--- config.mk ---
export PLATFORM = sky130hd
export DESIGN_NAME = fpAddTop
export DESIGN_NICKNAME = d
export VERILOG_FILES = /design/src/fpFormatPkg.sv /design/src/fpPipePkg.sv /design/src/fpCreditIssue.sv /design/src/fpAlign.sv /design/src/fpAddMant.sv /design/src/fpNormalize.sv /design/src/fpAddTop.sv
export SDC_FILE = /design/constraint.sdc
export NUM_CORES = 1
export LEC_CHECK = 0
export BUFFER_PORTS_ARGS = -buffer_cell sky130_fd_sc_hd__buf_2
export CAP_MARGIN = 15
export CORE_UTILIZATION = 60
export CTS_CLUSTER_SIZE = 40
export DETAILED_ROUTE_END_ITERATION = 12
export GPL_TIMING_DRIVEN = 0
export PLACE_DENSITY = 0.78
export SYNTH_ARGS = -nofsm -noshare
export SYNTH_HDL_FRONTEND = slang
export SYNTH_SLANG_ARGS = --single-unit
--- constraint.sdc ---
create_clock -name clk -period 18.45 [get_ports clk]
set_input_delay 3.69 -clock clk [delete_from_list [all_inputs] [get_ports clk]]
set_output_delay 3.69 -clock clk [all_outputs]
set_load 0.05 [all_outputs]
--- src/fpFormatPkg.sv ---
// Binary32 field types, working widths and format constants
`default_nettype none

package fpFormatPkg;

    localparam int EXP_BIAS  = 127;
    localparam int EXP_MAX   = 255;
    localparam int SIG_WIDTH = 24;
    localparam int GRS_WIDTH = 3;

    // Stored fields of a binary32 word
    typedef logic [7:0]             fpExpT;
    typedef logic [SIG_WIDTH-2:0]   fpFracT;

    // Significand including the hidden one
    typedef logic [SIG_WIDTH-1:0]   fpSigT;

    // Significand followed by guard, round and sticky
    typedef logic [SIG_WIDTH+GRS_WIDTH-1:0] fpWideSigT;

    // Signed so that overflow and underflow stay visible
    typedef logic signed [9:0]      fpWideExpT;

    typedef struct packed {
        logic   sign;
        fpExpT  exponent;
        fpFracT fraction;
    } fp32T;

endpackage

`default_nettype wire

--- src/fpPipePkg.sv ---
// Pipeline stage structs, operation request and credit depths
`default_nettype none

package fpPipePkg;

    localparam int IN_CREDITS  = 4;
    localparam int OUT_CREDITS = 4;

    typedef logic [2:0] creditCntT;

    // Operation as handed in by the producer
    typedef struct packed {
        fpFormatPkg::fp32T a;
        fpFormatPkg::fp32T b;
        logic              sub;
    } fpOpReqT;

    // Alignment stage output, larger operand first
    typedef struct packed {
        logic                   sign;
        fpFormatPkg::fpWideExpT exponent;
        fpFormatPkg::fpWideSigT sigLarge;
        fpFormatPkg::fpWideSigT sigSmall;
        logic                   effSub;
        logic                   valid;
    } fpAlignedT;

    // Significand add output, carry already folded back
    typedef struct packed {
        logic                   sign;
        fpFormatPkg::fpWideExpT exponent;
        fpFormatPkg::fpWideSigT sig;
        logic                   valid;
    } fpSumT;

endpackage

`default_nettype wire

--- src/fpCreditIssue.sv ---
// Input request queue with upstream credit return and downstream credit gate
`default_nettype none
`timescale 1ns/1ps

module fpCreditIssue (
    input  logic               clk,
    input  logic               rstN,
    input  logic               inValid,
    input  fpPipePkg::fpOpReqT inReq,
    output logic               inCredit,
    input  logic               outCredit,
    output logic               issueValid,
    output fpPipePkg::fpOpReqT issueReq
);
    import fpPipePkg::*;

    typedef logic [$clog2(IN_CREDITS)-1:0] qPtrT;

    fpOpReqT   queueMem [IN_CREDITS];
    qPtrT      wrPtr;
    qPtrT      rdPtr;
    creditCntT queueCnt;
    creditCntT outCreditCnt;
    logic      push;
    logic      pop;

    // Producer only sends while holding a credit so the queue has room
    assign push = inValid;

    // Issue needs a queued request and a downstream slot
    assign pop = (queueCnt != '0) && (outCreditCnt != '0);

    assign issueValid = pop;
    assign issueReq   = queueMem[rdPtr];

    // Freed slot goes straight back to the producer
    assign inCredit = pop;

    always_ff @(posedge clk)
    begin
        if (push)
        begin
            queueMem[wrPtr] <= inReq;
        end
    end

    always_ff @(posedge clk or negedge rstN)
    begin
        if (!rstN)
        begin
            wrPtr        <= '0;
            rdPtr        <= '0;
            queueCnt     <= '0;
            outCreditCnt <= creditCntT'(OUT_CREDITS);
        end
        else
        begin
            if (push)
            begin
                wrPtr <= wrPtr + 1'b1;
            end
            if (pop)
            begin
                rdPtr <= rdPtr + 1'b1;
            end
            queueCnt <= queueCnt + creditCntT'(push) - creditCntT'(pop);
            // Returned credit and a new issue may land together
            outCreditCnt <= outCreditCnt + creditCntT'(outCredit) - creditCntT'(pop);
        end
    end

endmodule

`default_nettype wire

--- src/fpAlign.sv ---
// Operand unpack, denormal flush, magnitude ordering and sticky right shift
`default_nettype none
`timescale 1ns/1ps

module fpAlign (
    input  logic                 clk,
    input  logic                 rstN,
    input  logic                 issueValid,
    input  fpPipePkg::fpOpReqT   issueReq,
    output fpPipePkg::fpAlignedT aligned
);
    import fpFormatPkg::*;
    import fpPipePkg::*;

    fp32T      opA;
    fp32T      opB;
    fp32T      opLarge;
    fp32T      opSmall;
    fpExpT     expDiff;
    fpSigT     sigLarge;
    fpSigT     sigSmall;
    logic      swapOps;
    logic [2*$bits(fpWideSigT)-1:0] shiftExt;
    fpAlignedT alignedD;

    // Zero exponent means zero or denormal, both become a signed zero
    function automatic fp32T flushOp(input fp32T op);
        fp32T res;
        res = op;
        if (op.exponent == '0)
        begin
            res.fraction = '0;
        end
        return res;
    endfunction

    always_comb
    begin
        opA = flushOp(issueReq.a);
        opB = flushOp(issueReq.b);
        opB.sign = opB.sign ^ issueReq.sub;

        // Exponent first and fraction second
        swapOps = {opB.exponent, opB.fraction} > {opA.exponent, opA.fraction};
        opLarge = swapOps ? opB : opA;
        opSmall = swapOps ? opA : opB;

        sigLarge = {opLarge.exponent != '0, opLarge.fraction};
        sigSmall = {opSmall.exponent != '0, opSmall.fraction};
        expDiff  = opLarge.exponent - opSmall.exponent;

        alignedD.sign     = opLarge.sign;
        alignedD.exponent = {2'b00, opLarge.exponent};
        alignedD.sigLarge = {sigLarge, {GRS_WIDTH{1'b0}}};
        alignedD.effSub   = opA.sign ^ opB.sign;
        alignedD.valid    = issueValid;

        // Lower half catches every bit pushed past the bottom
        shiftExt = '0;
        if (expDiff >= fpExpT'(SIG_WIDTH + GRS_WIDTH))
        begin
            alignedD.sigSmall = {{(SIG_WIDTH + GRS_WIDTH - 1){1'b0}}, |sigSmall};
        end
        else
        begin
            shiftExt = {sigSmall, {GRS_WIDTH{1'b0}}, {$bits(fpWideSigT){1'b0}}} >> expDiff;
            alignedD.sigSmall = shiftExt[2*$bits(fpWideSigT)-1:$bits(fpWideSigT)];
            alignedD.sigSmall[0] = alignedD.sigSmall[0] |
                                   (|shiftExt[$bits(fpWideSigT)-1:0]);
        end
    end

    always_ff @(posedge clk or negedge rstN)
    begin
        if (!rstN)
        begin
            aligned.valid <= 1'b0;
        end
        else
        begin
            aligned <= alignedD;
        end
    end

endmodule

`default_nettype wire

--- src/fpAddMant.sv ---
// Significand add or subtract with carry-out fold and exponent increment
`default_nettype none
`timescale 1ns/1ps

module fpAddMant (
    input  logic                 clk,
    input  logic                 rstN,
    input  fpPipePkg::fpAlignedT aligned,
    output fpPipePkg::fpSumT     sum
);
    import fpFormatPkg::*;
    import fpPipePkg::*;

    logic [SIG_WIDTH+GRS_WIDTH:0] rawSum;
    fpSumT                        sumD;

    always_comb
    begin
        // Operands are ordered so the difference never goes negative
        if (aligned.effSub)
        begin
            rawSum = {1'b0, aligned.sigLarge} - {1'b0, aligned.sigSmall};
        end
        else
        begin
            rawSum = {1'b0, aligned.sigLarge} + {1'b0, aligned.sigSmall};
        end

        sumD.valid    = aligned.valid;
        sumD.sign     = aligned.sign;
        sumD.exponent = aligned.exponent;
        sumD.sig      = rawSum[SIG_WIDTH+GRS_WIDTH-1:0];

        // Carry out, shift right one and keep the dropped bit as sticky
        if (rawSum[SIG_WIDTH+GRS_WIDTH])
        begin
            sumD.sig      = {rawSum[SIG_WIDTH+GRS_WIDTH:2], rawSum[1] | rawSum[0]};
            sumD.exponent = aligned.exponent + fpWideExpT'(1);
        end

        // Exact zero is always +0
        if (rawSum == '0)
        begin
            sumD.sign = 1'b0;
        end
    end

    always_ff @(posedge clk or negedge rstN)
    begin
        if (!rstN)
        begin
            sum.valid <= 1'b0;
        end
        else
        begin
            sum <= sumD;
        end
    end

endmodule

`default_nettype wire

--- src/fpNormalize.sv ---
// Leading zero count, left shift, round to nearest even and result packing
`default_nettype none
`timescale 1ns/1ps

module fpNormalize (
    input  logic              clk,
    input  logic              rstN,
    input  fpPipePkg::fpSumT  sum,
    output logic              resultValid,
    output fpFormatPkg::fp32T result
);
    import fpFormatPkg::*;

    fpWideSigT          normSig;
    logic [4:0]         lzCount;
    fpSigT              mantTrunc;
    logic               guardBit;
    logic               roundBit;
    logic               stickyBit;
    logic               roundUp;
    logic [SIG_WIDTH:0] mantRound;
    fpWideExpT          normExp;
    fp32T               resultD;

    // Zeros above the top set bit, full width when empty
    function automatic logic [4:0] countZeros(input fpWideSigT value);
        for (int i = SIG_WIDTH + GRS_WIDTH - 1; i >= 0; i--)
        begin
            if (value[i])
            begin
                return 5'(SIG_WIDTH + GRS_WIDTH - 1 - i);
            end
        end
        return 5'(SIG_WIDTH + GRS_WIDTH);
    endfunction

    always_comb
    begin
        lzCount = countZeros(sum.sig);
        normSig = sum.sig << lzCount;

        mantTrunc = normSig[SIG_WIDTH+GRS_WIDTH-1:GRS_WIDTH];
        guardBit  = normSig[2];
        roundBit  = normSig[1];
        stickyBit = normSig[0];

        // Ties go to the even significand
        roundUp   = guardBit & (roundBit | stickyBit | mantTrunc[0]);
        mantRound = {1'b0, mantTrunc} + (SIG_WIDTH + 1)'(roundUp);

        // Rounding carry leaves a zero fraction and bumps the exponent
        normExp = sum.exponent - fpWideExpT'(lzCount) + fpWideExpT'(mantRound[SIG_WIDTH]);

        resultD.sign     = sum.sign;
        resultD.exponent = fpExpT'(normExp);
        resultD.fraction = mantRound[SIG_WIDTH-2:0];

        if ((sum.sig == '0) || (normExp <= 0))
        begin
            // Underflow flushes to a signed zero
            resultD.exponent = '0;
            resultD.fraction = '0;
        end
        else if (normExp >= fpWideExpT'(EXP_MAX))
        begin
            resultD.exponent = fpExpT'(EXP_MAX);
            resultD.fraction = '0;
        end
    end

    always_ff @(posedge clk)
    begin
        result <= resultD;
    end

    always_ff @(posedge clk or negedge rstN)
    begin
        if (!rstN)
        begin
            resultValid <= 1'b0;
        end
        else
        begin
            resultValid <= sum.valid;
        end
    end

endmodule

`default_nettype wire

--- src/fpAddTop.sv ---
// Floating-point add unit top with credit issue and three pipeline stages
`default_nettype none
`timescale 1ns/1ps

module fpAddTop (
    input  logic               clk,
    input  logic               rstN,
    input  logic               inValid,
    input  fpPipePkg::fpOpReqT inReq,
    output logic               inCredit,
    output logic               outValid,
    output fpFormatPkg::fp32T  outResult,
    input  logic               outCredit
);
    import fpPipePkg::*;

    logic      issueValid;
    fpOpReqT   issueReq;
    fpAlignedT aligned;
    fpSumT     sum;

    fpCreditIssue issue0 (
        .clk        (clk),
        .rstN       (rstN),
        .inValid    (inValid),
        .inReq      (inReq),
        .inCredit   (inCredit),
        .outCredit  (outCredit),
        .issueValid (issueValid),
        .issueReq   (issueReq)
    );

    fpAlign align0 (
        .clk        (clk),
        .rstN       (rstN),
        .issueValid (issueValid),
        .issueReq   (issueReq),
        .aligned    (aligned)
    );

    fpAddMant addMant0 (
        .clk     (clk),
        .rstN    (rstN),
        .aligned (aligned),
        .sum     (sum)
    );

    // Last stage registers the packed word
    fpNormalize normalize0 (
        .clk         (clk),
        .rstN        (rstN),
        .sum         (sum),
        .resultValid (outValid),
        .result      (outResult)
    );

endmodule

`default_nettype wire

Word-level counts from Yosys, hierarchy flattened

Memory sizes are Yosys's and may differ from the RTL's.
Cells that the tools add are included.

Output and inout port bits: 34
Logic and storage cells: 727
Register bits: 143
Bits in writable memories: 260
Input port bits: 69
Memories: 1

Magnitude comparators: 4
Shifts and indexed selects: 2
$add $sub $neg: 13
Mux-type cells: 666
Reduce and logical (&&, ||, !) cells: 13
Bitwise gates (word level): 7

Memories:

| memory          | depth | width | read ports | clocked after Yosys merged registers in | write ports | line                | text |
|---|---|---|---|---|---|---|---|
| issue0.queueMem | 4     | 65    | 1          | 0                                       | 1           | fpCreditIssue.sv:19 | `fpOpReqT queueMem [IN_CREDITS];` |

Operators with widths:

| cell                                                                | number |
|---|---|
| two-way mux 5 bit                                                   | 161 |
| two-way mux 1 bit                                                   | 498 |
| two-way mux 31 bit                                                  | 2 |
| right shift 54 x 8 -> 54 bit                                        | 1 |
| two-way mux 23 bit                                                  | 2 |
| two-way mux 35 bit                                                  | 1 |
| two-way mux 32 bit                                                  | 1 |
| > comparator 31 bit                                                 | 1 |
| adder 27 x 27 -> 28 bit                                             | 1 |
| logical NOT 28 bit                                                  | 1 |
| two-way mux 28 bit                                                  | 1 |
| subtractor 27 x 27 -> 28 bit                                        | 1 |
| logical NOT 27 bit                                                  | 1 |
| OR reduction 27 bit                                                 | 1 |
| << shifter 27 x 5 -> 27 bit                                         | 1 |
| adder 24 x 1 -> 25 bit                                              | 1 |
| OR reduction 24 bit                                                 | 1 |
| logical NOT 8 bit                                                   | 2 |
| nonzero test 8 bit                                                  | 2 |
| adder 10 x 2 -> 10 bit                                              | 1 |
| greater-or-equal comparator 10 x 9 -> 1 bit (second input constant) | 1 |
| <= comparator 10 x 1 -> 1 bit (second input constant)               | 1 |
| subtractor 9 x 5 -> 10 bit                                          | 1 |
| adder 8 x 1 -> 9 bit (second input constant)                        | 1 |
| other kinds (12)                                                    | 20 |

Logic depth before layout (Yosys ltp)

Word-level depth: 362
Mapped depth: 35
Depth with buffers taken out: 32

By module

A second synthesis with hierarchy kept.

Cells, all modules: 2,261
Area, all modules: 24,862.6 µm²

Modules (own cells, without submodules):

| module        | cells each | seq. area each (µm²) | area an instance (µm²) | times used |
|---|---|---|---|---|
| fpCreditIssue | 388        | 8,059.0              | 9,959.6                | 1 |
| fpAlign       | 761        | 1,856.8              | 6,379.9                | 1 |
| fpNormalize   | 619        | 665.6                | 4,351.7                | 1 |
| fpAddMant     | 493        | 1,166.1              | 4,171.5                | 1 |

Worst setup path before layout

Ideal clock, no wire load.

Path type: flip-flop to flip-flop
From: register issue0.rdPtr[0]
To: register, netlist name align0.aligned[2]
Required time: 18.170 ns
Path buffers: 7
Clock period less this slack: 8.601 ns
Slack: 9.849 ns
Library setup time: 0.280 ns
Arrival time: 8.321 ns
Cell stages (with the launch flop): 30
Cell sequence: dfrtp_1 -> buf_2 -> mux4_2 -> or4_1 -> nor2_1 -> clkbuf_1 -> nor2_1 -> ha_1 -> a2111oi_0 -> o21ai_0 -> o221a_2 -> o31a_1 -> a21oi_1 -> clkbuf_1 -> clkbuf_1 -> mux2i_1 -> ha_1 -> clkbuf_1 -> inv_1 -> clkbuf_1 -> clkbuf_1 -> mux4_2 -> mux2i_1 -> nor2_1 -> a31oi_1 -> and2_1 -> a211oi_1 -> or4_1 -> o31ai_1 -> a22oi_1

RTL lines:

| what                   | line                | text |
|---|---|---|
| start, declared        | fpCreditIssue.sv:21 | `qPtrT rdPtr;` |
| start signal, assigned | fpCreditIssue.sv:64 | `rdPtr <= rdPtr + 1'b1;` |

==> reports/summary.md <==
### Global route
- number of global-route vias before repair: 17390
- largest net degree at the start of global routing: 60
- first-pass GRT wire length: 97210 um
- initial antenna violation count: 1
- total overflow reported by the global router: 0
- global-route total usage across every layer: 0.3245

### Yosys
- cell count after synthesis: 2037
- Syn. warnings: 0
- Avg Synthesized Cell Area: 11.46 um2
- main area contributors after synthesis: sky130_fd_sc_hd__edfxtp_1, sky130_fd_sc_hd__mux4_2, sky130_fd_sc_hd__ha_1
- dominant synthesized flop cell: sky130_fd_sc_hd__edfxtp_1
- number of flops mapped to enable cells by yosys: 358
- number of unique standard cell types used by synthesis: 89
- cell taking the most area after synthesis: sky130_fd_sc_hd__edfxtp_1
- Post-Synthesis Cell Area: 23340 um2
- share of synthesized flip-flops with an asynchronous set or reset: 0.03226
- number of nets in the synthesized netlist: 2216
- ranking of synthesized cells by instance count: sky130_fd_sc_hd__edfxtp_1, sky130_fd_sc_hd__nor2_1, sky130_fd_sc_hd__nand2_1, sky130_fd_sc_hd__inv_1, sky130_fd_sc_hd__a21oi_1
- synthesized flop and latch total: 403
- top cell type's share of synthesized area: 0.4605
- sequential share of the synthesized area: 0.5019
- count leader, synth: sky130_fd_sc_hd__edfxtp_1

### Die
- Vert. Die Dim: 199.3 um
- number of top-level pins: 103
- area enclosed by the die boundary: 39700 um2
- core region area: 37930 um2
- standard-cell row count: 71
- die extent in x: 199.3 um
- initial standard-cell utilization of the core: 0.6154

### Drt
- total via count in the routed design: 17470
- DR iter-0 viols: 1394
- DRC violation count after routing: 0
- post-DR vias/cell: 6.405
- 1st-pass router iterations: 5
- post-detailed-route count of antenna-violating nets: 0
- WL/cell: 23.23 um
- Post-Route WL: 63340 um

### Place
- GPL Wtd Cong: 1.002
- detailed placement HPWL: 46560 um
- PortBufs: 102

### Critical path
- sort of element at the start of the critical path: register
- buffers and inverters on the worst path: 8
- CP most frequent cell: sky130_fd_sc_hd__clkbuf_1
- Required @ worst endpoint: 18.71 ns
- Critical Path AT: 11.77 ns
- Worst Reg2Reg Path Length in Cells: 28
- FF-to-FF Start: issue0.rdPtr[1]$_DFFE_PN0P_
- slowest stage cell on the critical path: sky130_fd_sc_hd__a21oi_1
- delay contributed by the slowest stage of the critical path: 0.89 ns
- kind of cell adding the most delay to the critical path: buffers and inverters
- crit-path max FO: 10
- count of cell instances traversed by the critical path: 28
- launch point of the worst path: issue0.rdPtr[1]$_DFFE_PN0P_
- class of the most critical setup path: register to register
- CP endpoint kind: register

### Cells and area
- share of post-route cells with drive strength above 1: 0.1435
- number of nets in the finished design: 2368
- Area growth syn-to-layout: 11.08%
- n_diodes: 0

### CTS
- CTS tree: yes
- clock insertion delay at the later pin of the skew report: 0.55 ns
- number of levels in the clock H-tree: 2
- Post-CTS Setup Bufs: 0
- Hold Buf Count CTS: 0
- clock sinks: 403
- Gates resized, CTS repair: 0
- clock-pin slew of the registers on the worst-case setup and hold paths: 0.06 ns
- root cell of the clock tree: sky130_fd_sc_hd__clkbuf_16
- worst-case clock buffer depth: 3
- number of buffers inserted during clock tree synthesis: 40

### STA
- Max transition margin: 0.2608
- time the worst path needs with I/O delays and setup: 11.51 ns
- final worst-path cycle share: 0.6237
- actual transition at the worst max-transition pin: 1.109 ns
- final-layout setup total negative slack: 0 ns
- Worst Skew: 0.01712 ns
- final slew viol count: 0
- final setup violating endpoints: 0
- highest attainable clock frequency: 86.91 MHz
- number of hold-slack violations in the final timing report: 0
- unrepaired setup endpoints after global routing: no

### Hold path
- worst min-delay path class: register to register
- Hold Path Origin: addMant0.sum[38]$_SDFFCE_PN0P_
- number of cells on the worst hold path: 0

### Outcome
- result of the run: finished clean

### Flow run
- MaxCap Viol Count: 0

==> final cells by class <==
| type | instances | area, um2 |
|---|---|---|
| plain buffers | 94 | 380.4 |
| clock buffers | 50 | 1060 |
| clock inverters | 19 | 202.7 |
| fillers | 2769 | 12000 |
| inverters | 134 | 503.0 |
| multi-input cells | 1406 | 10760 |
| flip-flops and latches | 403 | 11720 |
| well taps | 511 | 639.4 |
| repair buffers | 110 | 670.6 |
==> through the flow <==
step / cell area, um2 / instances / util / hold WS (ns) / setup slack, ns
2_1_floorplan: 23340 / 2037 / - / 0.3233 / 9.849
3_3_place_gp: 24490 / 2650 / 0.6457 / 0.3274 / 6.728
3_5_place_dp: 24660 / 2656 / 0.6500 / 0.3358 / 6.826
4_1_cts: 25920 / 2725 / 0.6833 / 0.3486 / 6.695
5_1_grt: 25930 / 2727 / 0.6836 / 0.3486 / 6.368
6_report: 25930 / 2727 / 0.6836 / 0.3455 / 6.944
==> path summary, 6_finish.rpt <==
kind	to	slack, ns
hold reg to reg	normalize0.result[31]$_DFF_P_	0.35
setup reg to reg	align0.aligned[2]$_DFFE_PP_	6.94
min in group asynchronous	issue0.outCreditCnt[0]$_DFF_PN0_	3.23
hold / removal	normalize0.result[31]$_DFF_P_	0.35
max in group asynchronous	issue0.wrPtr[0]$_DFFE_PN0P_	14.71
setup / recovery	align0.aligned[2]$_DFFE_PP_	6.94
==> cell usage in the layout (no fill, tap or decap), types with 16 or more instances in the layout <==
master,netlist,final
sky130_fd_sc_hd__ha_1,106,106
sky130_fd_sc_hd__nand2b_1,16,16
sky130_fd_sc_hd__o21ai_0,101,101
sky130_fd_sc_hd__dfxtp_1,32,32
sky130_fd_sc_hd__nor4_1,18,18
sky130_fd_sc_hd__xor2_1,22,22
sky130_fd_sc_hd__clkbuf_1,72,81
sky130_fd_sc_hd__edfxtp_1,358,358
sky130_fd_sc_hd__nor2_1,154,154
sky130_fd_sc_hd__and2_1,38,34
sky130_fd_sc_hd__a31oi_1,21,21
sky130_fd_sc_hd__a21oi_1,116,116
sky130_fd_sc_hd__inv_1,131,131
sky130_fd_sc_hd__nand3_1,33,33
sky130_fd_sc_hd__mux4_2,78,78
sky130_fd_sc_hd__mux2_2,22,22
sky130_fd_sc_hd__nand4_1,21,21
sky130_fd_sc_hd__a211oi_1,27,27
sky130_fd_sc_hd__o211ai_1,18,18
sky130_fd_sc_hd__xnor2_1,50,50
sky130_fd_sc_hd__mux2i_1,82,82
sky130_fd_sc_hd__nor2b_1,32,32
sky130_fd_sc_hd__buf_2,10,112
sky130_fd_sc_hd__nand2_1,142,142
sky130_fd_sc_hd__nor3_1,63,63
sky130_fd_sc_hd__clkbuf_16,0,41
==> per-layer routing <==
metal | global-route usage | routed length, um | up-vias
met5 | 0 | 14 | -
met1 | 0.3913 | 24420 | 8482
met3 | 0.04692 | 3960 | 177
met4 | 0.1647 | 3211 | 2
met2 | 0.5670 | 31730 | 782
li1 | - | - | 8024
==> flip-flops by register name, summed over array words and instances (netlist names) <==
register,count
issue0.queueMem,260
align0.aligned,62
addMant0.sum,38
normalize0.result,32
issue0.outCreditCnt,3
issue0.queueCnt,3
issue0.rdPtr,2
issue0.wrPtr,2
normalize0.resultValid,1
==> logic make-up (layout without fill, tap and decap cells) <==
| family | after synthesis | in the layout | synth area share |
|---|---|---|---|
| XOR/XNOR | 72 | 72 | 0.02701 |
| multiplexers | 183 | 183 | 0.1220 |
| AO/OA/AOI/OAI | 446 | 446 | 0.1253 |
| adder cells (fa/ha/maj) | 110 | 110 | 0.06024 |
| flip-flops | 403 | 403 | 0.5019 |
| buffers and inverters | 228 | 407 | 0.03784 |
| AND/OR/NAND/NOR | 595 | 595 | 0.1257 |
==> worst reg2reg max path, delay by kind of cell (launching register included) <==
kind | cells | cell delay (ns)
mux | 3 | 1.15
simple gates | 4 | 1.58
compound gates | 11 | 3.68
fa+ha+maj | 2 | 0.65
flops | 1 | 0.39
buf+inv | 8 | 3.79
Power is not shown: default switching activity piles up to over one toggle a cycle in this logic, so the estimate is an artifact.
